**config.mk**
```make
export PLATFORM = sky130hd
export DESIGN_NAME = readout_port
export DESIGN_NICKNAME = d
export VERILOG_FILES = /design/src/hw/lbm_pkg.sv /design/src/hw/readout_port.sv
export VERILOG_INCLUDE_DIRS = /design/src /design/src/hw
export SDC_FILE = /design/constraint.sdc
export NUM_CORES = 1
export LEC_CHECK = 0
export BUFFER_PORTS_ARGS = -buffer_cell sky130_fd_sc_hd__buf_4
export CAP_MARGIN = 30
export CORE_ASPECT_RATIO = 1.25
export CORE_MARGIN = 2
export CORE_UTILIZATION = 30
export CTS_CLUSTER_SIZE = 40
export DETAILED_ROUTE_END_ITERATION = 10
export REMOVE_ABC_BUFFERS = 1
export SLEW_MARGIN = 0
export SYNTH_ARGS = -nofsm -noshare
export SYNTH_HDL_FRONTEND = slang
export SYNTH_SLANG_ARGS = --single-unit
export TNS_END_PERCENT = 100
```
**constraint.sdc**
```tcl
create_clock -name clk -period 2.5 [get_ports clk]
set_input_delay 0 -clock clk [delete_from_list [all_inputs] [get_ports clk]]
set_output_delay 0 -clock clk [all_outputs]
set_load 0.03 [all_outputs]
```
**src/hw/lbm_consts.svh**
```systemverilog
`ifndef LBM_CONSTS_SVH
`define LBM_CONSTS_SVH

// grid shape, row 0 at the north edge
`define LBM_WIDTH 8
`define LBM_HEIGHT 6

// total cells in one bank
`define LBM_CELLS (`LBM_WIDTH * `LBM_HEIGHT)

// row-major cell index width
`define LBM_ADDR_W 6

// column counter width
`define LBM_COL_W 3

// one distribution value
`define LBM_DATA_W 16

// d2q9 directions, rest plus eight movers
`define LBM_DIRS 9

`endif

```
**src/hw/lbm_pkg.sv**
```systemverilog
`include "lbm_consts.svh"

package lbm_pkg;

    // single distribution value
    typedef logic [`LBM_DATA_W-1:0] dist_t;

    // all nine directions of one cell
    // 0 rest, then n ne e se s sw w nw
    typedef dist_t [`LBM_DIRS-1:0] dist_vec_t;

    // row * LBM_WIDTH + column
    typedef logic [`LBM_ADDR_W-1:0] cell_addr_t;

    // sweep phases
    typedef enum logic [2:0] {
        IDLE,
        INIT,
        STREAM,
        BOUNCE,
        CLEAR
    } phase_t;

    // command opcodes
    typedef enum logic {
        OP_INIT,
        OP_STEP
    } cmd_op_t;

endpackage

```
**src/hw/readout_port.sv**
```systemverilog
`timescale 1ns/1ps

module readout_port (
    input  logic                clk,
    input  logic                arst_n,
    input  logic                idle,
    input  logic                rd_valid,
    input  lbm_pkg::cell_addr_t rd_addr,
    input  logic                rsp_ready,
    input  lbm_pkg::dist_vec_t  plane_q,
    output logic                rd_ready,
    output lbm_pkg::cell_addr_t rd_read_addr,
    output logic                rd_fire,
    output logic                rsp_valid,
    output lbm_pkg::dist_vec_t  rsp_data
);

    // memory stage tracking
    logic                mem_vld;
    logic                mem_move;
    logic                acc;
    lbm_pkg::cell_addr_t addr_q;

    // memory stage drains when the response slot is empty or being taken
    assign mem_move = mem_vld && (!rsp_valid || rsp_ready);
    assign rd_ready = idle && (!mem_vld || mem_move);
    assign acc = rd_valid && rd_ready;

    // a stalled memory stage keeps re-reading its own address
    assign rd_read_addr = acc ? rd_addr : addr_q;
    // planes busy for the readout, holds off new commands
    assign rd_fire = acc || (mem_vld && !mem_move);

    always_ff @(posedge clk or negedge arst_n)
    begin
        if (!arst_n)
        begin
            mem_vld <= 1'b0;
            rsp_valid <= 1'b0;
        end
        else
        begin
            if (acc)
                mem_vld <= 1'b1;
            else if (mem_move)
                mem_vld <= 1'b0;
            if (mem_move)
                rsp_valid <= 1'b1;
            else if (rsp_ready)
                rsp_valid <= 1'b0;
        end
    end

    // payload only, held while stalled
    always_ff @(posedge clk)
    begin
        if (acc)
            addr_q <= rd_addr;
        if (mem_move)
            rsp_data <= plane_q;
    end

endmodule

```
==> results of run 1 <==
## kinds of logic after synthesis
| kind of cell | after synthesis |
|---|---|
| buffers and inverters | 1 |
| flip-flops | 152 |
| multiplexers | 6 |
| AND/OR/NAND/NOR | 9 |
## metrics by stage
step	setup TNS (ns)	util
2_1_floorplan	-54.70	-
3_3_place_gp	0	0.4712
3_5_place_dp	0	0.4712
## cells in the mapped netlist, drive strengths merged
cell / instances
edfxtp: 144
dfxtp: 6
mux2: 6
nand2: 3
and2: 2
dfrtp: 2
nand2b: 2
buf: 1
nand3b: 1
nor2b: 1
==> impl_metrics.csv, run 1 <==
group,metric,value,unit
status,status,"stopped before the end",
status,lastStage,"clock tree synthesis (4_1_cts)",
status,error,"[ERROR RSZ-0060] Max buffer count reached.",
floorplan,fp-row-count,51,
synth,muxShareOfSynthArea,0.01927,
place,dpl_cell_area,0.007276,sq mm
synth,ys_seq_area_frac,0.9612,
synth,synth_xor_area_frac,0,
place,hpwl,9.099,mm
place,placement.io_buffers,307,
synth,synth.avg_cell_area,27.83,sq um
synth,synth_area_leader_cell,"edfxtp_1",
clock_network,cts_setup_buffers,0,
floorplan,fp.dieH,143.6,um
floorplan,die_w,115.7,um
clock_network,clock-sinks,152,
synth,ys_warn_count,0,
clock_network,htreeDepth,4,
synth,synth_cell_types,11,
synth,synth_top_family_by_area,"multiplexers",
synth,synth_area_leaders,"edfxtp_1 (92%), dfxtp_1 (2.6%), mux2_4 (1.9%)",
synth,synth-simple-area-share,0.01713,
synth,ys_ff_latch,152,
synth,synth-compound-area-share,0,
synth,yosys.area_share.adder,0,
synth,syn_inst,168,
clock_network,post_cts_resized,0,
clock_network,numCtsBuffers,17,
synth,synth_top_area_share,0.9248,
floorplan,io-pin-count,308,
clock_network,root_buffer,"clkbuf_16",
synth,synth_area,0.004676,sq mm
place,gp_congestion,0.6972,
place,place_ws,0.8397,ns
place,dp_cells,688,
clock_network,clockBufferDepth,2,
floorplan,initial_core_util,0.3028,
clock_network,holdBufCountCts,145,
==> run 2: changes to the inputs <==
--- a/config.mk
+++ b/config.mk
@@ -8,11 +8,10 @@
 export LEC_CHECK = 0
 export BUFFER_PORTS_ARGS = -buffer_cell sky130_fd_sc_hd__buf_4
 export CAP_MARGIN = 30
-export CORE_ASPECT_RATIO = 1.25
 export CORE_MARGIN = 2
-export CORE_UTILIZATION = 30
-export CTS_CLUSTER_SIZE = 40
+export CORE_UTILIZATION = 20
 export DETAILED_ROUTE_END_ITERATION = 10
+export PLACE_DENSITY_LB_ADDON = 0.15
 export REMOVE_ABC_BUFFERS = 1
 export SLEW_MARGIN = 0
 export SYNTH_ARGS = -nofsm -noshare
==> constraint.sdc (replaced) <==
create_clock -name clk -period 3.2 [get_ports clk]
set_input_delay 0 -clock clk [delete_from_list [all_inputs] [get_ports clk]]
set_output_delay 0 -clock clk [all_outputs]
set_load 0.03 [all_outputs]
==> run 2 against run 1 <==
  * The flow now finishes without violations
  * Area after synthesis did not move
  * Synthesized cell count stayed put
==> impl_metrics.csv, run 2 <==
group,metric,value,unit
timing,fin_tns_setup,0,ns
finish,final_cell_mix,"buf_4 (308), dlygate4sd3_1 (156), edfxtp_1 (144)",
timing,worst_pin_slew,0.4997,ns
routing,drt_iter0_markers,166,
global_route,grt_pass1_vias,3746,
power,power_frac_seq,0.454,
setup_path,endpoint_kind,"register",
clock_network,clock_latency,0.41,ns
synth,ys_ff_latch,152,
floorplan,fp-row-count,55,
timing,period_needed,1.762,ns
clock_network,clockBufferDepth,2,
synth,synth_edf_count,144,
global_route,track_usage,0.1113,
timing,fmax,0.5674,GHz
synth,synth.most_common_cell,"edfxtp_1",
routing,viasPerCell,3.558,
setup_path,crit_path_start_kind,"register",
min_path,hp-class,"input port to register",
floorplan,io-pin-count,308,
power,peakVddDrop,0.0002747,V
global_route,grt_max_degree,87,
synth,ys_seq_area_frac,0.9612,
power,p_int,3.965,mW
floorplan,die_w,156.9,um
synth,synth_cell_types,11,
finish,final_area,0.009538,sq mm
synth,synth_top_area_share,0.9248,
routing,dr.pass1.iters,4,
power,pwr-share-comb,0.161,
timing,finClkSkew,0.006505,ns
finish,synthToLayoutAreaGrowth,104.0,%
floorplan,core,0.02278,sq mm
setup_path,r2r_slack,1.44,ns
finish,stdcell_count,977,
setup_path,worstPathMaxFanout,38,
routing,wire_per_inst,14.29,um
synth,synth_area_leader_cell,"edfxtp_1",
synth,ys_warn_count,0,
power,swShare,0.2408,
finish,final_common_cell,"buf_4",
finish,regMostFlops,"rsp_data",
global_route,grt.overflow.total,0,
floorplan,die_area,0.02462,sq mm
place,dpl_cell_area,0.007390,sq mm
clock_network,post_cts_resized,0,
timing,slew_violations,0,
routing,vias,3476,
finish,fin_nets,806,
finish,drive_gt1_frac,0.5249,
synth,synth-main-ff-cell,"edfxtp_1",
power,p_leak,3.954,nW
timing,grt_setup_unrepaired,"false",
synth,synth_area_leaders,"edfxtp_1 (92%), dfxtp_1 (2.6%), mux2_4 (1.9%)",
global_route,antenna_found_initial,1,
timing,period_share,0.5508,
clock_network,clock-sinks,152,
power,clock_power_share,0.385,
routing,drc,0,
status,status,"complete, no violations",
setup_path,cp_data_required_time,3.25,ns
finish,largest_registers,"rsp_data (144), addr_q (6)",
clock_network,clk_pin_slew,0.06,ns
timing,hold_violations,0,
power,p_sw,1.257,mW
clock_network,htreeDepth,4,
place,placement.io_buffers,307,
floorplan,initial_core_util,0.2053,
finish,largest_reg_flops,144,
synth,yosys-top-cells-count,"edfxtp_1 (144), dfxtp_1 (6), mux2_4 (6)",
timing,slew_headroom,0.6669,
finish,utilization,0.4187,
synth,synth_area,0.004676,sq mm
place,dp_cells,789,
synth,synth.avg_cell_area,27.83,sq um
synth,syn_inst,168,
job,maxCapViolCount,0,
place,hpwl,9.464,mm
setup_path,cp.arrival,1.81,ns
synth,synthArstFlopShare,0.01316,
floorplan,fp.dieH,156.9,um
timing,holdWs,0.08473,ns
place,gp_congestion,0.6877,
clock_network,numCtsBuffers,17,
clock_network,cts_tree,"yes",
power,powerDensity,547.6,mW/mm^2
routing,drtAntennaViolNets,0,
clock_network,root_buffer,"clkbuf_16",
routing,routed_wl,13.96,mm
global_route,grt_pass1_wl,20.22,mm
setup_path,worstSetupPathType,"register to register",
timing,setup_viol,0,
-- run 2: final timing paths --
| kind | start | to | cells after the start |
|---|---|---|---|
| min | idle | addr_q[1] | 4 |
| min reg2reg | addr_q[4] | addr_q[4] | 1 |
| max reg2reg | rsp_valid | rsp_data[2] | 3 |
| max in group asynchronous | arst_n | rsp_valid | 3 |
| min in group asynchronous | arst_n | mem_vld | 3 |
| max | rsp_valid | rsp_data[2] | 3 |
-- run 2: power by group through the flow --
stage | sequential, mW | combinational, mW | clock, mW
after global placement | 2.41 | 0.687 | 0
after global routing | 2.38 | 0.887 | 2.17
final | 2.37 | 0.842 | 2.01
after CTS | 2.37 | 0.849 | 2.09
after floorplan | 2.64 | 0.106 | 0
after detailed placement | 2.41 | 0.690 | 0
-- run 2: metrics by stage --
| stage | worst slack (ns) | total power [mW] |
|---|---|---|
| 3_3_place_gp | 1.459 | 3.099 |
| 4_1_cts | 1.407 | 5.314 |
| 3_5_place_dp | 1.429 | 3.103 |
| 2_1_floorplan | 0.3201 | 2.742 |
| 6_report | 1.438 | 5.223 |
| 5_1_grt | 1.296 | 5.440 |
-- run 2: layer usage --
metal,vias to the layer above,global-route usage,part of all wire
met5,-,0,0
met4,0,0.05242,0.021
met3,17,0.04818,0.088
met2,171,0.1947,0.52
met1,1650,0.1147,0.37
li1,1638,-,-
-- run 2: kinds of logic (layout without fill, tap and decap cells) --
family	Yosys count	count (layout)	share of synthesized area
and+or+nand+nor	9	9	0.01712
muxes	6	6	0.01927
DFF	152	152	0.9612
other	0	1	0
buffers and inverters	1	496	0.002408
-- run 2: repair_timing --
action	4_1_cts	5_1_grt
hold buffers	156	0
endpoints found under the hold margin	154	0
setup buffers	0	0
-- run 2: area by class of cell --
| class | count | area [sq um] |
|---|---|---|
| fillers | 2076 | 13240 |
| flip-flops and latches | 152 | 4494 |
| repair buffers | 465 | 3894 |
| multi-input cells | 15 | 171.4 |
| diodes | 1 | 2.502 |
| clock buffers | 18 | 429.2 |
| clock inverters | 13 | 155.1 |
| well taps | 313 | 391.6 |
-- run 2: critical path, stage by stage, from the launching register on --
cell      delay, ns
dfrtp_1        0.42
nand2b_1       0.11
and2_4         0.35
buf_4          0.50
Power figures use the tool's default switching activity.
