## src/hw/lbm_consts.svh

```systemverilog
`ifndef LBM_CONSTS_SVH
`define LBM_CONSTS_SVH

// grid shape, row 0 at the north edge
`define LBM_WIDTH 8
`define LBM_HEIGHT 6

// total cells in one bank
`define LBM_CELLS (`LBM_WIDTH * `LBM_HEIGHT)

// row-major cell index width
`define LBM_ADDR_W 6

// column counter width
`define LBM_COL_W 3

// one distribution value
`define LBM_DATA_W 16

// d2q9 directions, rest plus eight movers
`define LBM_DIRS 9

`endif

```

## src/hw/lbm_pkg.sv

```systemverilog
`include "lbm_consts.svh"

package lbm_pkg;

    // single distribution value
    typedef logic [`LBM_DATA_W-1:0] dist_t;

    // all nine directions of one cell
    // 0 rest, then n ne e se s sw w nw
    typedef dist_t [`LBM_DIRS-1:0] dist_vec_t;

    // row * LBM_WIDTH + column
    typedef logic [`LBM_ADDR_W-1:0] cell_addr_t;

    // sweep phases
    typedef enum logic [2:0] {
        IDLE,
        INIT,
        STREAM,
        BOUNCE,
        CLEAR
    } phase_t;

    // command opcodes
    typedef enum logic {
        OP_INIT,
        OP_STEP
    } cmd_op_t;

endpackage

```

## src/hw/neighbor_map.sv

```systemverilog
`timescale 1ns/1ps
`include "lbm_consts.svh"

module neighbor_map (
    input  lbm_pkg::cell_addr_t                 cell_idx,
    input  logic [`LBM_COL_W-1:0]               cell_col,
    output lbm_pkg::cell_addr_t [`LBM_DIRS-1:0] up_addr,
    output logic [`LBM_DIRS-1:0]                up_ok
);

    // direction offsets, rows grow towards the south
    // rest, n, ne, e, se, s, sw, w, nw
    localparam int DX [`LBM_DIRS] = '{0, 0, 1, 1, 1, 0, -1, -1, -1};
    localparam int DY [`LBM_DIRS] = '{0, -1, -1, 0, 1, 1, 1, 0, -1};

    always_comb
    begin
        for (int d = 0; d < `LBM_DIRS; d++)
        begin
            // source cell sits one step against the travel direction
            up_addr[d] = lbm_pkg::cell_addr_t'(int'(cell_idx) - DY[d] * `LBM_WIDTH - DX[d]);
            up_ok[d] = 1'b1;
            // eastward movers come from the west column
            if (DX[d] > 0 && cell_col == '0)
                up_ok[d] = 1'b0;
            // westward movers come from the east column
            if (DX[d] < 0 && cell_col == `LBM_COL_W'(`LBM_WIDTH - 1))
                up_ok[d] = 1'b0;
            // southward movers, nothing above row 0
            if (DY[d] > 0 && cell_idx < `LBM_WIDTH)
                up_ok[d] = 1'b0;
            // northward movers, nothing below the last row
            if (DY[d] < 0 && cell_idx >= `LBM_CELLS - `LBM_WIDTH)
                up_ok[d] = 1'b0;
        end
    end

endmodule

```

## config.mk

```make
export PLATFORM = sky130hd
export DESIGN_NAME = neighbor_map
export DESIGN_NICKNAME = d
export VERILOG_FILES = /design/src/hw/lbm_pkg.sv /design/src/hw/neighbor_map.sv
export VERILOG_INCLUDE_DIRS = /design/src /design/src/hw
export SDC_FILE = /design/constraint.sdc
export NUM_CORES = 1
export LEC_CHECK = 0
export ABC_AREA = 0
export BUFFER_PORTS_ARGS = -buffer_cell sky130_fd_sc_hd__clkbuf_2
export CAP_MARGIN = 20
export CORE_MARGIN = 4
export CORE_UTILIZATION = 35
export DETAILED_ROUTE_END_ITERATION = 12
export GPL_TIMING_DRIVEN = 0
export PLACE_DENSITY = 0.8
export SLEW_MARGIN = 0
export SYNTH_ARGS = -nofsm -noshare
export SYNTH_HDL_FRONTEND = slang
export SYNTH_SLANG_ARGS = --single-unit
```

## constraint.sdc

```tcl
create_clock -name vclk -period 1
set_input_delay 0.05 -clock vclk [all_inputs]
set_output_delay 0.05 -clock vclk [all_outputs]
set_load 0.005 [all_outputs]
```

==> out/metrics.yaml, run 1 <==
setup_tns_ps: -10.4
grt_remaining_overflow: 0
fin_area_sq_um: 1270
finalCritPeriodShare_pct: 101
core-area_sq_um: 1800
antenna_found_initial: 0
cp_num_cells: 6
rsz0062_at_grt: "yes"
drt_drc_violations_left: 0
power.density_nw_per_um2: 510
min_path_cells: 2
synth_compound_area_share_pct: 1.43
synth_top_family_by_area: "buffers and inverters"
critPathCaptureType: "output pin"
outcome: "finished with violations"
place_area_sq_um: 1080
startpoint_type: "input port"
drt_wl_total_um: 2000
synth.avg_cell_area_sq_um: 7.79
cts_hold_buffers: 0
top_layer: "met3"
holdCritPathClass: "input port to output pin"
period_needed_ps: 1010
finalMaxSlewViolations: 0
clockBufferCount: 0
crit_chain: "buf_12 > clkinv_8 > ha_4 > inv_1 > xnor2_1 > clkbuf_2"
fmax_mhz: 990
critPathSlowestCell: "ha_4"
drtAntennaViolNets: 0
nets: 181
grt_pass1_vias: 632
dp_hpwl_um: 1570
start_util_pct: 38.9
synth_top_area_cell: "buf_4"
place_inst: 184
dr_wl_met2_um: 1030
setup_viol: 1
max_cap_violations: 0
num_rows: 15
critPathBufInv: 4
grt_pass1_wl_um: 2750
dieWidth_um: 52.7
die_y_um: 52.7
syn-num-nets: 109
finalHoldViolCount: 0
synthAdderAreaFrac_pct: 17.9
critPathMaxStageDelay_ps: 300
p_leak_nw: 0.706
wl_per_cell_um: 10.8
vdd_ir_drop_max_uv: 250
final_core_util_pct: 70.3
worst_slack_ps: -10.4
arrival_ps: 960
gr-usage-all-layers_pct: 12.1
boundaryPins: 72
gp_congestion: 0.672
dp_slack_ps: -338
yosys_warnings: 0
synth_xor_area_share_pct: 23.4
ys_seq_area_share_pct: 0
p_total_mw: 0.645
critPathRequiredTime_ps: 950
worstSetupPathType: "input port to output pin"
io_buffers: 69
synth.area.mux_share_pct: 0
violations: "negative setup slack"
drt_iter0_drc: 3
grt_max_degree: 13
drt_first_pass_iters: 3
postSynthCellCount: 90
routed-wl-met3_um: 276
synth_cell_type_count: 21
synthTopCellsByCount: "buf_4, xnor2_1, ha_1, inv_1, nand2_1"
syn-cell-area_sq_um: 701
crit_family: "buffers and inverters"
vias: 768
design.seq.count: 0
holdWs_ps: 272
drive_gt1_share_pct: 78.1
m1WireLength_um: 702
fin_cells: 185
yosysMostFrequentCell: "buf_4"
synthSimpleGateAreaFrac_pct: 17.7
ys_top_cells_by_area: "buf_4, ha_1, xnor2_1"
yosysTopAreaCellShare_pct: 32.1
critPathMaxFanout: 12
die-area_sq_um: 2780
routed_via_density: 4.15
antenna_cells: 0
seqCellArea_sq_um: 0
areaGrowthSynthToFinish_pct: 80.7
-- cells by family (layout without fill, tap and decap cells) --
logic type / Yosys count / in the layout
AO/OA/AOI/OAI: 2 / 2
buffers and inverters: 41 / 111
AND/OR/NAND/NOR: 19 / 19
adder cells (fa/ha/maj): 10 / 10
other: 1 / 1
XOR/XNOR: 17 / 17
-- power by group --
part / leakage [nW] / internal, mW / total, mW / switching (mW)
registers: 0 / 0 / 0 / 0
clock network: 0 / 0 / 0 / 0
logic: 0.706 / 0.365 / 0.645 / 0.280
-- layout by cell type, fill, tap and decap left out, types with 2 or more instances in the layout --
cell type,count
xor2_2,2
buf_2,3
buf_12,2
and2_1,2
nand2_1,4
ha_1,5
clkbuf_2,62
xnor2_2,3
xor2_1,2
ha_4,4
inv_1,6
xnor2_1,9
buf_4,31
buf_6,2
nand3_1,3
and2_4,2
-- timing repair --
| item | in CTS | in global routing |
|---|---|---|
| setup endpoints to repair | 24 | 18 |
| setup buffers | 2 | 0 |
| resized for setup | 22 | 26 |
| pin swaps | 3 | 7 |
-- layout make-up --
| cell class | instances | area, sq um |
|---|---|---|
| multi-input combinational | 49 | 541 |
| tap | 25 | 31.3 |
| fill | 134 | 536 |
| inverter | 10 | 60.1 |
| timing repair buffer | 71 | 402 |
| buffer | 30 | 233 |
-- routing by layer --
layer | track usage (%) | vias to the layer above
met5 | 0 | -
met4 | 0 | 0
met3 | 1.71 | 0
met2 | 24.4 | 54
met1 | 13.9 | 331
li1 | - | 383
-- worst paths after layout --
check | start | endpoint | slack, ps
worst max-delay path | cell_idx[3] | up_addr[40] | -10
worst min-delay path | cell_idx[2] | up_addr[8] | 270
No activity file was read; power rests on OpenSTA's default activity.
==> inputs of run 2 (changes only) <==
- ABC_AREA: 0 -> 1
- CORE_UTILIZATION: 35 -> 30
- PLACE_DENSITY: 0.8 -> 0.69
==> run 2 against run 1 <==
  * The flow still finishes with violations (negative setup slack)
  * Sequential cell count unchanged
  * Routed wire length increased by 15%
  * Sequential share of layout area unchanged
  * Via count is 16% higher
  * Highest routed layer is now met4
  * Power increased by 15%
  * Count of clock-buffer cells in the layout unchanged
  * Critical endpoint is now up_addr[41]
  * Core utilization decreased by 5.7 points
  * Synthesized cell count rose by 21%
  * Worst hold slack worse by 2.2 ps
  * Die area grew 19%
  * Global-route usage decreased by 0.094 points
  * Critical path type unchanged
==> out/metrics.yaml, run 2 <==
startpoint_type: "input port"
fmax_mhz: 949
cts_hold_buffers: 0
boundaryPins: 72
routed_via_density: 4.16
holdWs_ps: 270
core-area_sq_um: 2280
period_needed_ps: 1050
p_leak_nw: 0.839
ys_top_cells_by_area: "buf_4, ha_1, xor2_1"
gr-usage-all-layers_pct: 12.0
drtAntennaViolNets: 0
areaGrowthSynthToFinish_pct: 98.6
drt_drc_violations_left: 0
grt_pass1_vias: 809
postSynthCellCount: 109
grt_max_degree: 11
p_seq_share_pct: 0
layout_common_cells: "clkbuf_2, buf_4, inv_1, nand2_1, buf_6"
worstSetupPathType: "input port to output pin"
power.internal_mw: 0.411
drt_first_pass_iters: 4
synthTopCellsByCount: "buf_4, inv_1, nand2_1, nand3_1, ha_1"
synth_top_area_cell: "buf_4"
holdCritPathClass: "input port to output pin"
syn-num-nets: 128
die-area_sq_um: 3320
final_common_cell: "clkbuf_2"
syn-cell-area_sq_um: 739
wl_per_cell_um: 10.8
finalMaxSlewViolations: 0
setup_viol: 9
die_y_um: 57.6
switchingPower_mw: 0.329
yosysTopAreaCellShare_pct: 29.4
clockBufferCount: 0
power.density_nw_per_um2: 504
p_total_mw: 0.740
synthSimpleGateAreaFrac_pct: 22.3
rsz0062_at_grt: "yes"
nets: 207
yosys_warnings: 0
synth_top_family_by_area: "buffers and inverters"
synth.avg_cell_area_sq_um: 6.78
design.seq.count: 0
antenna_found_initial: 0
crit_top_cell: "buf_6"
final_core_util_pct: 64.5
power.share.clock_pct: 0
synthAdderAreaFrac_pct: 16.9
dp_hpwl_um: 1720
grt_remaining_overflow: 0
gp_congestion: 0.675
critPathRequiredTime_ps: 950
num_rows: 17
vdd_ir_drop_max_uv: 374
fillCellCount: 189
worst_slack_ps: -54.2
seqCellArea_sq_um: 0
critPathCaptureType: "output pin"
violations: "negative setup slack"
yosysMostFrequentCell: "buf_4"
io_buffers: 69
setup_tns_ps: -226
antenna_cells: 0
drt_wl_total_um: 2310
max_cap_violations: 0
finalHoldViolCount: 0
switching_share_pct: 44.5
drive_gt1_share_pct: 73.7
synth_compound_area_share_pct: 4.06
critPathSlowestCell: "buf_6"
comb_power_share_pct: 100.0
dieWidth_um: 57.6
outcome: "finished with violations"
grt_pass1_wl_um: 3430
arrival_ps: 1000
multi_input_area_sq_um: 607
start_util_pct: 32.5
synth_cell_type_count: 20
crit_chain: "clkbuf_16 > clkinvlp_4 > buf_6 > nor2_8 > buf_6 > nand3_2 > nand2_1 > clkbuf_2"
critPathMaxFanout: 5
finalCritPeriodShare_pct: 105
synth_xor_area_share_pct: 14.0
synth.area.mux_share_pct: 0
ys_seq_area_share_pct: 0
critPathMaxStageDelay_ps: 180
drt_iter0_drc: 19
vias: 890
[run 2: changes by cell type in the layout (fill, tap and decap cells not counted), sizes merged, moves of 4 or more]
cell   change
nand2     +13
xnor2     -10
buf        +9
inv        +8
nand3      +8
and2       -4
xor2       +4
[run 2: kinds of logic (layout without fill, tap and decap cells)]
group	count (synthesis)	after routing
buf+inv	50	127
simple gates	32	32
xor+xnor	11	11
fa+ha+maj	10	10
compound gates	5	5
other cells	1	1
[run 2: layout make-up]
cell class / instances / share of cell area (%)
plain buffers: 30 / 16.6
inverters: 19 / 6.05
multi-input cells: 59 / 41.3
well taps: 28 / 2.39
repair buffers: 78 / 33.6
[run 2: stage by stage]
| stage | instance area (sq um) | cells | setup WS, ps |
|---|---|---|---|
| after global placement | 1120 | 206 | -293 |
| final | 1470 | 214 | -54.2 |
| after floorplan | 743 | 109 | 32.6 |
| after global routing | 1470 | 214 | -126 |
| after CTS | 1340 | 213 | -24.5 |
| after detailed placement | 1120 | 206 | -340 |
[run 2: per-layer routing]
| layer | wire (um) | part of all wire [%] | track usage [%] | vias to the layer above |
|---|---|---|---|---|
| met5 | 0 | 0 | 0 | - |
| met4 | 39 | 1.7 | 0.993 | 0 |
| met3 | 132 | 5.7 | 0 | 4 |
| met2 | 1240 | 54 | 25.2 | 36 |
| met1 | 899 | 39 | 13.8 | 396 |
| li1 | - | - | - | 454 |
[run 2: worst paths after layout]
| kind | slack (ps) | cells past startpoint | start | end |
|---|---|---|---|---|
| max | -50 | 8 | cell_idx[0] | up_addr[41] |
| min | 270 | 2 | cell_idx[2] | up_addr[2] |
[run 2: power by group through the flow]
stage,clock network (mW),registers (mW),logic (mW)
2_1_floorplan,0,0,0.324
3_3_place_gp,0,0,0.566
3_5_place_dp,0,0,0.575
4_1_cts,0,0,0.667
5_1_grt,0,0,0.806
6_report,0,0,0.740
[run 2: what timing repair did]
item / 4_1_cts / 5_1_grt
setup buffers: 8 / 1
setup endpoints to repair: 31 / 25
gates resized for setup: 29 / 28
hold endpoints to repair: 0 / 0
pin swaps: 6 / 4
[run 2: critical path, delay by kind of cell]
family / cells / cell delay (ps)
buffers and inverters: 5 / 670
AND/OR/NAND/NOR: 3 / 290
==> inputs of run 3 (changes only) <==
- PLACE_DENSITY: 0.69 -> 0.67
==> run 3 against run 2 <==
  * The run still ends with negative setup slack left
  * Routed wire length shrank 3.8%
  * Fmax grew 1.6%
  * Worst hold slack is essentially flat
  * Setup slack gained 17 ps
  * First-iteration DRC count shrank 53%
  * Count of clock-buffer cells in the layout is the same
  * Core utilization shrank 2.1 points
  * Combinational power shrank 3.1%
  * Sequential cell count is the same
  * Final cell count shrank 0.47%
  * Global-route usage shrank 0.12 points
  * Final area shrank 3.3%
  * Largest power group unchanged
==> out/metrics.yaml, run 3 (synthesized netlist as in run 2, its figures left out) <==
outcome: "finished with violations"
violations: "negative setup slack"
grt_remaining_overflow: 0
p_leak_nw: 0.806
start_util_pct: 32.5
crit_chain: "clkbuf_16 > clkinvlp_4 > ha_4 > xnor2_4 > nand3_2 > nand2_2 > clkbuf_2"
critPathCaptureType: "output pin"
drt_first_pass_iters: 4
setup_tns_ps: -106
worstSetupPathType: "input port to output pin"
vias: 893
setup_viol: 4
layout_common_cells: "clkbuf_2, buf_4, nand2_1, inv_1, buf_6"
finalCritPeriodShare_pct: 104
core-area_sq_um: 2280
period_needed_ps: 1040
num_rows: 17
critPathSlowestCell: "ha_4"
final_common_cell: "clkbuf_2"
power.density_nw_per_um2: 505
grt_pass1_wl_um: 3460
grt_max_degree: 10
critPathRequiredTime_ps: 950
rsz0062_at_grt: "yes"
gp_congestion: 0.702
die-area_sq_um: 3320
drt_wl_total_um: 2220
holdCritPathClass: "input port to output pin"
wl_per_cell_um: 10.4
fillCellCount: 208
drtAntennaViolNets: 0
critPathMaxFanout: 5
design.seq.count: 0
drt_drc_violations_left: 0
clockBufferCount: 0
areaGrowthSynthToFinish_pct: 92.0
boundaryPins: 72
io_buffers: 69
p_total_mw: 0.717
finalHoldViolCount: 0
fin_area_sq_um: 1420
vdd_ir_drop_max_uv: 302
drt_iter0_drc: 9
cts_hold_buffers: 0
max_cap_violations: 0
dieWidth_um: 57.6
fmax_mhz: 964
finalMaxSlewViolations: 0
drive_gt1_share_pct: 73.0
dp_hpwl_um: 1740
nets: 206
grt_pass1_vias: 828
arrival_ps: 990
die_y_um: 57.6
routed_via_density: 4.19
gr-usage-all-layers_pct: 11.9
startpoint_type: "input port"
antenna_cells: 0
worst_slack_ps: -37.4
seqCellArea_sq_um: 0
dp_slack_ps: -313
antenna_found_initial: 0
place_area_sq_um: 1120
critPathMaxStageDelay_ps: 230
-- run 3: path summary, 6_finish.rpt --
| check | startpoint | end | slack (ps) | cells after the start |
|---|---|---|---|---|
| worst max-delay path | cell_idx[4] | up_addr[41] | -40 | 7 |
| worst min-delay path | cell_idx[5] | up_addr[5] | 270 | 2 |
-- run 3: area by class of cell --
cell class	count	area (sq um)	area share, %
well taps	28	35.0	2.47
plain buffers	30	240	16.9
multi-input cells	59	579	40.8
inverters	19	88.8	6.26
repair buffers	77	477	33.6
-- run 3: stage by stage --
stage | hold WS (ps) | utilization (%) | std cells
after floorplan | 162 | - | 109
after global routing | 281 | 62.4 | 213
final | 269 | 62.4 | 213
after CTS | 272 | 57.2 | 212
after detailed placement | 272 | 49.4 | 206
after global placement | 272 | 49.4 | 206
-- run 3: routing by layer --
metal  vias up  share of wire (%)  track usage (%)
met1       416                 32             12.1
met2        28                 61             26.8
met3         0                6.7            0.668
li1        449                  -                -
met5         -                  0                0
met4         0                  0                0
-- run 3: power by group --
group	total, mW	switching (mW)	internal, mW	leakage, nW
clock	0	0	0	0
sequential	0	0	0	0
combinational	0.717	0.316	0.400	0.806
total	0.717	0.316	0.400	0.806
-- run 3: worst max-delay path, delay by kind of cell --
family	cells	cell delay, ps
buffers and inverters	3	360
adders and majority gates	1	230
xor gates and xnor gates	1	180
and+or+nand+nor	2	170
-- run 3: repair_timing --
action,in CTS,in global routing
resized for setup,22,30
pin swaps,6,10
endpoints found under the setup margin,30,27
buffers inserted,7,1
