===== config.mk =====
export PLATFORM = sky130hd
export DESIGN_NAME = sweep_sequencer
export DESIGN_NICKNAME = d
export VERILOG_FILES = /design/src/hw/lbm_pkg.sv /design/src/hw/sweep_sequencer.sv
export VERILOG_INCLUDE_DIRS = /design/src /design/src/hw
export SDC_FILE = /design/constraint.sdc
export NUM_CORES = 1
export LEC_CHECK = 0
export BUFFER_PORTS_ARGS = -buffer_cell sky130_fd_sc_hd__buf_2
export CORE_AREA = 4 4 268 270
export DETAILED_ROUTE_END_ITERATION = 10
export DIE_AREA = 0 0 272 274
export HOLD_SLACK_MARGIN = 0.06
export SYNTH_ARGS = -nofsm -noshare
export SYNTH_HDL_FRONTEND = slang
export SYNTH_SLANG_ARGS = --single-unit

===== constraint.sdc =====
create_clock -name clk -period 3.7 [get_ports clk]
set_input_delay 0.555 -clock clk [delete_from_list [all_inputs] [get_ports clk]]
set_output_delay 0.555 -clock clk [all_outputs]
set_load 0.05 [all_outputs]

===== src/hw/lbm_consts.svh =====
`ifndef LBM_CONSTS_SVH
`define LBM_CONSTS_SVH

// grid shape, row 0 at the north edge
`define LBM_WIDTH 8
`define LBM_HEIGHT 6

// total cells in one bank
`define LBM_CELLS (`LBM_WIDTH * `LBM_HEIGHT)

// row-major cell index width
`define LBM_ADDR_W 6

// column counter width
`define LBM_COL_W 3

// one distribution value
`define LBM_DATA_W 16

// d2q9 directions, rest plus eight movers
`define LBM_DIRS 9

`endif


===== src/hw/lbm_pkg.sv =====
`include "lbm_consts.svh"

package lbm_pkg;

    // single distribution value
    typedef logic [`LBM_DATA_W-1:0] dist_t;

    // all nine directions of one cell
    // 0 rest, then n ne e se s sw w nw
    typedef dist_t [`LBM_DIRS-1:0] dist_vec_t;

    // row * LBM_WIDTH + column
    typedef logic [`LBM_ADDR_W-1:0] cell_addr_t;

    // sweep phases
    typedef enum logic [2:0] {
        IDLE,
        INIT,
        STREAM,
        BOUNCE,
        CLEAR
    } phase_t;

    // command opcodes
    typedef enum logic {
        OP_INIT,
        OP_STEP
    } cmd_op_t;

endpackage


===== src/hw/sweep_sequencer.sv =====
`timescale 1ns/1ps
`include "lbm_consts.svh"

module sweep_sequencer (
    input  logic                                clk,
    input  logic                                arst_n,
    input  logic                                cmd_valid,
    input  lbm_pkg::cmd_op_t                    cmd_op,
    input  logic [`LBM_CELLS-1:0]               barriers,
    input  lbm_pkg::dist_vec_t                  init_dist,
    input  lbm_pkg::cell_addr_t [`LBM_DIRS-1:0] up_addr,
    input  logic [`LBM_DIRS-1:0]                up_ok,
    input  lbm_pkg::cell_addr_t                 rd_read_addr,
    input  logic                                rd_fire,
    input  lbm_pkg::dist_vec_t                  plane_q,
    output logic                                cmd_ready,
    output logic                                idle,
    output lbm_pkg::cell_addr_t                 cell_idx,
    output logic [`LBM_COL_W-1:0]               cell_col,
    output lbm_pkg::cell_addr_t [`LBM_DIRS-1:0] plane_raddr,
    output lbm_pkg::cell_addr_t [`LBM_DIRS-1:0] plane_waddr,
    output logic [`LBM_DIRS-1:0][1:0]           plane_we,
    output lbm_pkg::dist_vec_t                  plane_wdata,
    output logic                                bank_cur
);

    // opposite direction, rest maps to itself
    localparam int OPP [`LBM_DIRS] = '{0, 5, 6, 7, 8, 1, 2, 3, 4};

    lbm_pkg::phase_t                     phase;
    lbm_pkg::cell_addr_t                 next_idx;
    logic [`LBM_COL_W-1:0]               next_col;
    logic                                last_cell;
    logic                                cmd_fire;
    // stream write stage
    logic                                wr_pend;
    lbm_pkg::cell_addr_t                 pend_cell;
    logic [`LBM_DIRS-1:0]                pend_ok;
    // bounce write stage
    logic                                bnc_wr;
    lbm_pkg::cell_addr_t [`LBM_DIRS-1:0] pend_up;
    logic [`LBM_DIRS-1:0]                pend_en;
    logic [`LBM_DIRS-1:0]                up_fluid;

    assign idle = (phase == lbm_pkg::IDLE);
    // no new sweep while the readout owns the planes
    assign cmd_ready = idle && !rd_fire;
    assign cmd_fire = cmd_valid && cmd_ready;
    assign last_cell = (cell_idx == lbm_pkg::cell_addr_t'(`LBM_CELLS - 1));
    assign next_idx = cell_idx + 1'b1;
    assign next_col = (cell_col == `LBM_COL_W'(`LBM_WIDTH - 1)) ? '0 : cell_col + 1'b1;

    ////////////////////////////////////////////////////////////
    // read side
    ////////////////////////////////////////////////////////////

    // stream and bounce both read the current bank at the upstream cells
    // of the counter cell; that value is exactly what streaming put into
    // the next bank at the counter cell
    always_comb
    begin
        for (int d = 0; d < `LBM_DIRS; d++)
        begin
            up_fluid[d] = up_ok[d] && !barriers[up_addr[d]];
            plane_raddr[d] = idle ? rd_read_addr : up_addr[d];
        end
    end

    ////////////////////////////////////////////////////////////
    // phase fsm and cell counter
    ////////////////////////////////////////////////////////////

    always_ff @(posedge clk or negedge arst_n)
    begin
        if (!arst_n)
        begin
            phase <= lbm_pkg::IDLE;
            cell_idx <= '0;
            cell_col <= '0;
            bank_cur <= 1'b0;
            wr_pend <= 1'b0;
            bnc_wr <= 1'b0;
        end
        else
        begin
            wr_pend <= 1'b0;
            bnc_wr <= 1'b0;
            case (phase)
                lbm_pkg::IDLE:
                begin
                    if (cmd_fire)
                        phase <= (cmd_op == lbm_pkg::OP_INIT) ? lbm_pkg::INIT : lbm_pkg::STREAM;
                end
                lbm_pkg::INIT:
                begin
                    cell_idx <= last_cell ? '0 : next_idx;
                    cell_col <= last_cell ? '0 : next_col;
                    if (last_cell)
                        phase <= lbm_pkg::IDLE;
                end
                lbm_pkg::STREAM:
                begin
                    // one extra cycle flushes the last write
                    if (cell_idx == lbm_pkg::cell_addr_t'(`LBM_CELLS))
                    begin
                        phase <= lbm_pkg::BOUNCE;
                        cell_idx <= '0;
                        cell_col <= '0;
                    end
                    else
                    begin
                        wr_pend <= 1'b1;
                        cell_idx <= next_idx;
                        cell_col <= next_col;
                    end
                end
                lbm_pkg::BOUNCE:
                begin
                    // barrier cell, hold one cycle for the read
                    if (barriers[cell_idx] && !bnc_wr)
                        bnc_wr <= 1'b1;
                    else
                    begin
                        cell_idx <= last_cell ? '0 : next_idx;
                        cell_col <= last_cell ? '0 : next_col;
                        if (last_cell)
                            phase <= lbm_pkg::CLEAR;
                    end
                end
                lbm_pkg::CLEAR:
                begin
                    cell_idx <= last_cell ? '0 : next_idx;
                    cell_col <= last_cell ? '0 : next_col;
                    if (last_cell)
                    begin
                        phase <= lbm_pkg::IDLE;
                        // next bank becomes current
                        bank_cur <= !bank_cur;
                    end
                end
                default:
                    phase <= lbm_pkg::IDLE;
            endcase
        end
    end

    // write stage payload, qualified by wr_pend or bnc_wr
    always_ff @(posedge clk)
    begin
        pend_cell <= cell_idx;
        pend_ok <= up_ok;
        pend_up <= up_addr;
        pend_en <= up_fluid;
    end

    ////////////////////////////////////////////////////////////
    // write side
    ////////////////////////////////////////////////////////////

    always_comb
    begin
        plane_we = '0;
        plane_wdata = '0;
        for (int d = 0; d < `LBM_DIRS; d++)
            plane_waddr[d] = cell_idx;
        case (phase)
            lbm_pkg::INIT:
            begin
                // both banks, barrier cells start empty
                for (int d = 0; d < `LBM_DIRS; d++)
                begin
                    plane_we[d] = 2'b11;
                    plane_wdata[d] = barriers[cell_idx] ? '0 : init_dist[d];
                end
            end
            lbm_pkg::STREAM:
            begin
                // pull, zero inflow from off the grid
                for (int d = 0; d < `LBM_DIRS; d++)
                begin
                    plane_we[d] = {1'b0, wr_pend};
                    plane_waddr[d] = pend_cell;
                    plane_wdata[d] = pend_ok[d] ? plane_q[d] : '0;
                end
            end
            lbm_pkg::BOUNCE:
            begin
                // reflect into the fluid cell it came from
                // rest plane never bounces
                for (int d = 1; d < `LBM_DIRS; d++)
                begin
                    plane_we[d] = {1'b0, bnc_wr && pend_en[OPP[d]]};
                    plane_waddr[d] = pend_up[OPP[d]];
                    plane_wdata[d] = plane_q[OPP[d]];
                end
            end
            lbm_pkg::CLEAR:
            begin
                // wipe barrier cells in the next bank
                for (int d = 0; d < `LBM_DIRS; d++)
                    plane_we[d] = {1'b0, barriers[cell_idx]};
            end
            default:
            begin
            end
        endcase
    end

endmodule


==> impl_metrics.toml, run 1 <==
[outcome]
violations = "setup timing"
status = "finished, violations left"

[drt]
first_pass_iters = 5
drcViolationCount = 0
top_layer_used = "met5"
m1WireLength_um = 27900
drt_iter0_markers = 1176
wl_um = 77000
met3RoutedLength_um = 6570
wl_per_cell_um = 30.5
vias = 12400
ant_nets = 0
via_per_inst = 4.90
wl_met2_um = 39400

[grt]
grt_max_degree = 94
grt_remaining_overflow = 0
grtUsageTotal_pct = 19.4
antenna_found_initial = 18
grt_pass1_wl_um = 103000
grt_pass1_vias = 12200

[yosys]
ys_seq_area_share_pct = 19.1
synth_cells = 885
yosys-top-cells-area = "mux4_2, dfxtp_1, a221o_1, a21o_1, and3_1"
ys_types = 50
yosys_register_bits = 86
synth_top_family_by_area = "multiplexers"
synth_ff_type = "dfxtp_1"
syn_nets = 1299
synth_area_leader_cell = "mux4_2"
synth_edf_count = 0
synth_warnings = 0
synth-adder-area-share_pct = 0.531
ys_async_sr_fraction_pct = 17.4
syn_avg_cell_area_um2 = 10.6
synth_xor_area_share_pct = 0.0930
synth_compound_area_share_pct = 27.8
yosysTopAreaCellShare_pct = 30.1
synthMuxAreaShare_pct = 33.3
synth-simple-area-share_pct = 13.5
syn_area_mm2 = 0.00942

[timing]
max-slew-margin-rel_pct = 34.5
finalCritPeriodShare_pct = 105
hold_viol = 0
setup_viol = 132
max_freq_ghz = 0.258
period_minus_slack_ns = 3.88
finClkSkew_ns = 0.0105
rsz0062_at_grt = "yes"
drv_slew = 0
fin_ws_ns = -0.179
holdWs_ns = 0.0928
setup_tns_ns = -10.78
tightest_slew_ns = 0.981

[critical_path]
rr_startpoint = "cell_idx[1]"
crit_top_cell = "buf_12"
max_stage_delay_ns = 0.53
path_cells = "mux2i_4 -> mux4_2 -> a221oi_4 -> a221oi_2 -> and2_4 -> buf_12 -> buf_8 -> buf_6 -> a221o_2 -> buf_12"
critPathArrivalTime_ns = 3.32
cp_num_buf_inv = 4
path_class = "flop to output pin"
path_delay_family = "compound AO/OA/AOI/OAI gates"
setup.worst_path.start = "cell_idx[1]"
cpMaxStageDelayCell = "dfrtp_2"
startpoint_type = "flop"
worstPathRequired_ns = 3.14
end_kind = "output pin"
crit_fanout = 7

[placement]
dp_hpwl_um = 64600
gp_congestion = 0.940
place_ws_ns = -0.176
dp_cells = 2487
numPortBuffers = 691
dpl_cell_area_mm2 = 0.0156

[clock_tree]
clk_latency_ns = 0.37
cts-root-buf = "clkbuf_16"
cts.clk_slew.worst_paths_ns = 0.07
numCtsBuffers = 9
tritoncts = "built"
cts_max_level = 3
cts.sinks = 86
cts.path.max_buffers = 2

[final_layout]
syn_to_final_growth_pct = 76.5
final_common_cell = "buf_2"
multiInputGateArea_mm2 = 0.00726
fill_cells = 7480
finalNetCount = 1982
layout-drive-gt1-share_pct = 64.1
fin_util_pct = 23.9
finalInstanceArea_mm2 = 0.0166
final_cell_mix = "buf_2, and3_1, mux4_2, a21o_1, buf_12"
regArea_mm2 = 0.00180
layout.cells.non_filler = 2522

[floorplan]
core-area_mm2 = 0.0695
row_count = 97
die_h_um = 274
start_util_pct = 13.5
die_x_um = 272
dieArea_mm2 = 0.0745
ios = 692

[power]
p_leak_nw = 8.28
power_per_cell_area_mw_per_mm2 = 1060
ir_drop_mv = 0.707
power_mw = 17.5

[run]
cap_violations = 0

[worst_hold_path]
hold_path.class = "input pin to async pin"
==> sequential cells by signal, indices dropped and copies added, names as in the netlist <==
signal     cells
pend_up       48
pend_cell      6
cell_idx       6
bnc_wr         1
bank_cur       1
cell_col       3
phase          3
wr_pend        1
pend_en        8
pend_ok        9
==> layout make-up <==
type | count | area share [%]
multi-input cells | 682 | 43.7
repair buffers | 780 | 36.1
flip-flops and latches | 86 | 10.8
well taps | 940 | 7.08
clock buffers | 13 | 1.69
clock inverters | 3 | 0.286
inverters | 9 | 0.203
diodes | 9 | 0.136
==> logic make-up (layout without fill, tap and decap cells) <==
group           count (synthesis)  in the layout
other cells                     0              9
compound gates                302            302
fa+ha+maj                       4              4
flops                          86             86
xor+xnor                        1              1
simple gates                  220            220
mux                           155            155
buf+inv                       117            805
==> cell usage after synthesis (all sizes together) (8+ instances only) <==
| cell | number |
|---|---|
| and3 | 131 |
| a221o | 128 |
| mux4 | 126 |
| a21o | 110 |
| dfxtp | 71 |
| clkbuf | 69 |
| buf | 39 |
| nand2 | 31 |
| mux2i | 22 |
| a22o | 16 |
| nor2 | 16 |
| dfrtp | 15 |
| o21ai | 11 |
| a21oi | 9 |
| and2 | 9 |
| inv | 9 |
| nor2b | 9 |
| o211a | 9 |
| nand3b | 8 |
==> metal layers <==
layer | vias to the layer above | GRT usage (%)
li1 | 5131 | -
met1 | 6094 | 22.4
met2 | 990 | 35.6
met3 | 144 | 3.92
met4 | 8 | 7.09
met5 | - | 0
==> final timing paths <==
path                                    endpoint  slack (ns)  cells past startpoint
worst max-delay path            plane_wdata[103]       -0.18                     10
worst min-delay path                 cell_col[2]        0.09                      1
worst max register to register       cell_idx[5]        0.70                      8
worst min register to register          bank_cur        0.46                      1
max in group asynchronous            cell_idx[0]        3.29                      1
min in group clk                      pend_ok[0]        0.28                      1
==> repair_timing <==
item	in CTS	in global routing
resized for setup	169	14
pin swaps	75	28
hold buffers	0	0
setup endpoints to repair	154	152
cloned	1	0
setup buffers	9	2
==> worst reg2reg max path: stages (launching register included) <==
cell       delay [ns]
dfrtp_2          0.56
buf_4            0.18
inv_2            0.10
a2111oi_0        0.51
nor4_2           0.12
buf_4            0.17
a221oi_2         0.44
nand3_1          0.33
o41ai_1          0.45
==> power by group <==
| group | switching [mW] | total, mW | leakage, nW | internal (mW) |
|---|---|---|---|---|
| Clock | 0.433 | 1.04 | 0.162 | 0.606 |
| Sequential | 0.178 | 1.26 | 0.776 | 1.08 |
| Combinational | 10.1 | 15.2 | 7.35 | 5.14 |
No activity file was read; power rests on OpenSTA's default activity.
==> inputs of run 2 (changes only) <==
--- a/config.mk
+++ b/config.mk
@@ -6,7 +6,9 @@
 export SDC_FILE = /design/constraint.sdc
 export NUM_CORES = 1
 export LEC_CHECK = 0
+export ABC_CLOCK_PERIOD_IN_PS = 3700
 export BUFFER_PORTS_ARGS = -buffer_cell sky130_fd_sc_hd__buf_2
+export CAP_MARGIN = 20
 export CORE_AREA = 4 4 268 270
 export DETAILED_ROUTE_END_ITERATION = 10
 export DIE_AREA = 0 0 272 274
==> constraint.sdc (replaced) <==
create_clock -name clk -period 3.7 [get_ports clk]
set_input_delay 0.37 -clock clk [delete_from_list [all_inputs] [get_ports clk]]
set_output_delay 0.37 -clock clk [all_outputs]
set_load 0.05 [all_outputs]
==> impl_metrics.toml, run 2 (synthesis gave the netlist of run 1 again) <==
[outcome]
status = "complete, no violations"

[timing]
fin_ws_ns = 0.0478
rsz0062_at_grt = "yes"
hold_viol = 0
finClkSkew_ns = 0.00859
tightest_slew_ns = 0.955
holdWs_ns = 0.104
finalCritPeriodShare_pct = 98.7
max_freq_ghz = 0.274
period_minus_slack_ns = 3.65
setup_viol = 0
max-slew-margin-rel_pct = 36.3
drv_slew = 0
setup_tns_ns = 0

[clock_tree]
cts.clk_slew.worst_paths_ns = 0.07
cts.sinks = 86
cts_max_level = 3
cts.path.max_buffers = 2
tritoncts = "built"
numCtsBuffers = 9
cts-root-buf = "clkbuf_16"
clk_latency_ns = 0.36

[final_layout]
final_cell_mix = "buf_2, and3_1, mux4_2, a221o_1, a21o_1"
regArea_mm2 = 0.00180
largest_reg_flops = 48
layout-drive-gt1-share_pct = 58.4
fill_cells = 7613
final_common_cell = "buf_2"
finalNetCount = 1924
top_register = "pend_up"
multiInputGateArea_mm2 = 0.00713
finalInstanceArea_mm2 = 0.0153
top_regs = "pend_up x48, pend_ok x9, pend_en x8"
layout.cells.non_filler = 2459
syn_to_final_growth_pct = 62.9
fin_util_pct = 22.1

[floorplan]
die_h_um = 274
core-area_mm2 = 0.0695
ios = 692
row_count = 97
dieArea_mm2 = 0.0745
die_x_um = 272
start_util_pct = 13.5

[critical_path]
max_stage_delay_ns = 0.70
critPathArrivalTime_ns = 3.28
crit_fanout = 57
worstPathRequired_ns = 3.33
startpoint_type = "flop"
path_class = "flop to output pin"
cpMaxStageDelayCell = "nor4_1"
end_kind = "output pin"
path_cells = "nor2b_1 -> nand2_1 -> nor4_1 -> a221oi_2 -> and2_4 -> buf_12 -> a221o_1 -> buf_12"
crit_top_cell = "buf_12"

[grt]
antenna_found_initial = 31
grt_remaining_overflow = 0
grtUsageTotal_pct = 19.1
grt_pass1_vias = 11800
grt_pass1_wl_um = 101000
grt_max_degree = 106

[run]
cap_violations = 0

[power]
power_frac_clock_pct = 5.5
comb_power_share_pct = 86.8
internal_power_mw = 5.89
p_seq_share_pct = 7.7
power_mw = 16.3
power_per_cell_area_mw_per_mm2 = 1060
p_leak_nw = 7.81
p_sw_share_pct = 63.8
ir_drop_mv = 0.698
netSwitchingPower_mw = 10.4

[drt]
wl_per_cell_um = 30.9
drcViolationCount = 0
wl_um = 75900
via_per_inst = 4.99
ant_nets = 0
drt_iter0_markers = 1216
first_pass_iters = 7
vias = 12300

[placement]
dp_hpwl_um = 63200
dpl_cell_area_mm2 = 0.0150
numPortBuffers = 691
place_ws_ns = 0.0880
gp_congestion = 0.945
dp_cells = 2433

[worst_hold_path]
hold_path.class = "input pin to flop"
==> run 2: cell type report <==
class                           instances  area share, %
Sequential cell                        86           11.7
Clock inverter                          5          0.163
Timing Repair Buffer                  722           32.1
Clock buffer                           11           1.58
Inverter                                9          0.237
Multi-Input combinational cell        682           46.5
Tap cell                              940           7.67
Antenna cell                            4         0.0653
==> run 2: final timing paths <==
check / cells past startpoint / slack (ns) / end / startpoint
hold reg to reg: 1 / 0.49 / bank_cur / bank_cur
max in group asynchronous: 2 / 2.89 / cell_idx[2] / arst_n
hold / removal: 1 / 0.10 / pend_ok[0] / up_ok[0]
min in group asynchronous: 2 / 0.50 / cell_col[2] / arst_n
setup reg to reg: 7 / 1.00 / cell_idx[5] / cell_idx[1]
setup / recovery: 8 / 0.05 / plane_wdata[109] / cell_idx[4]
==> run 2: what timing repair did <==
item	in CTS	in global routing
buffers inserted	4	1
pin swaps	3	13
endpoints found under the setup margin	144	135
hold buffers	1	0
hold endpoints to repair	15	0
resized for setup	6	6
gates cloned	0	0
==> run 2: power by group through the flow <==
stage / clock [mW] / sequential [mW] / combinational, mW
after floorplan: 0 / 1.35 / 8.98
after global placement: 0 / 1.29 / 14.1
after detailed placement: 0 / 1.29 / 14.1
after CTS: 0.932 / 1.26 / 14.2
after global routing: 0.952 / 1.28 / 14.6
final: 0.892 / 1.26 / 14.1
==> run 2: layer usage <==
metal	routed length, um	global-route usage (%)
met2	39100	35.6
met4	2920	5.69
met3	6970	4.59
met1	26700	21.5
met5	160	0
==> run 2: worst max-delay path: cells and delay by family, from the launching register on <==
family                 cells  cell delay, ns
buffers and inverters      2            0.38
flip-flops                 1            0.47
AND/OR/NAND/NOR            4            1.43
AO/OA/AOI/OAI              2            0.59
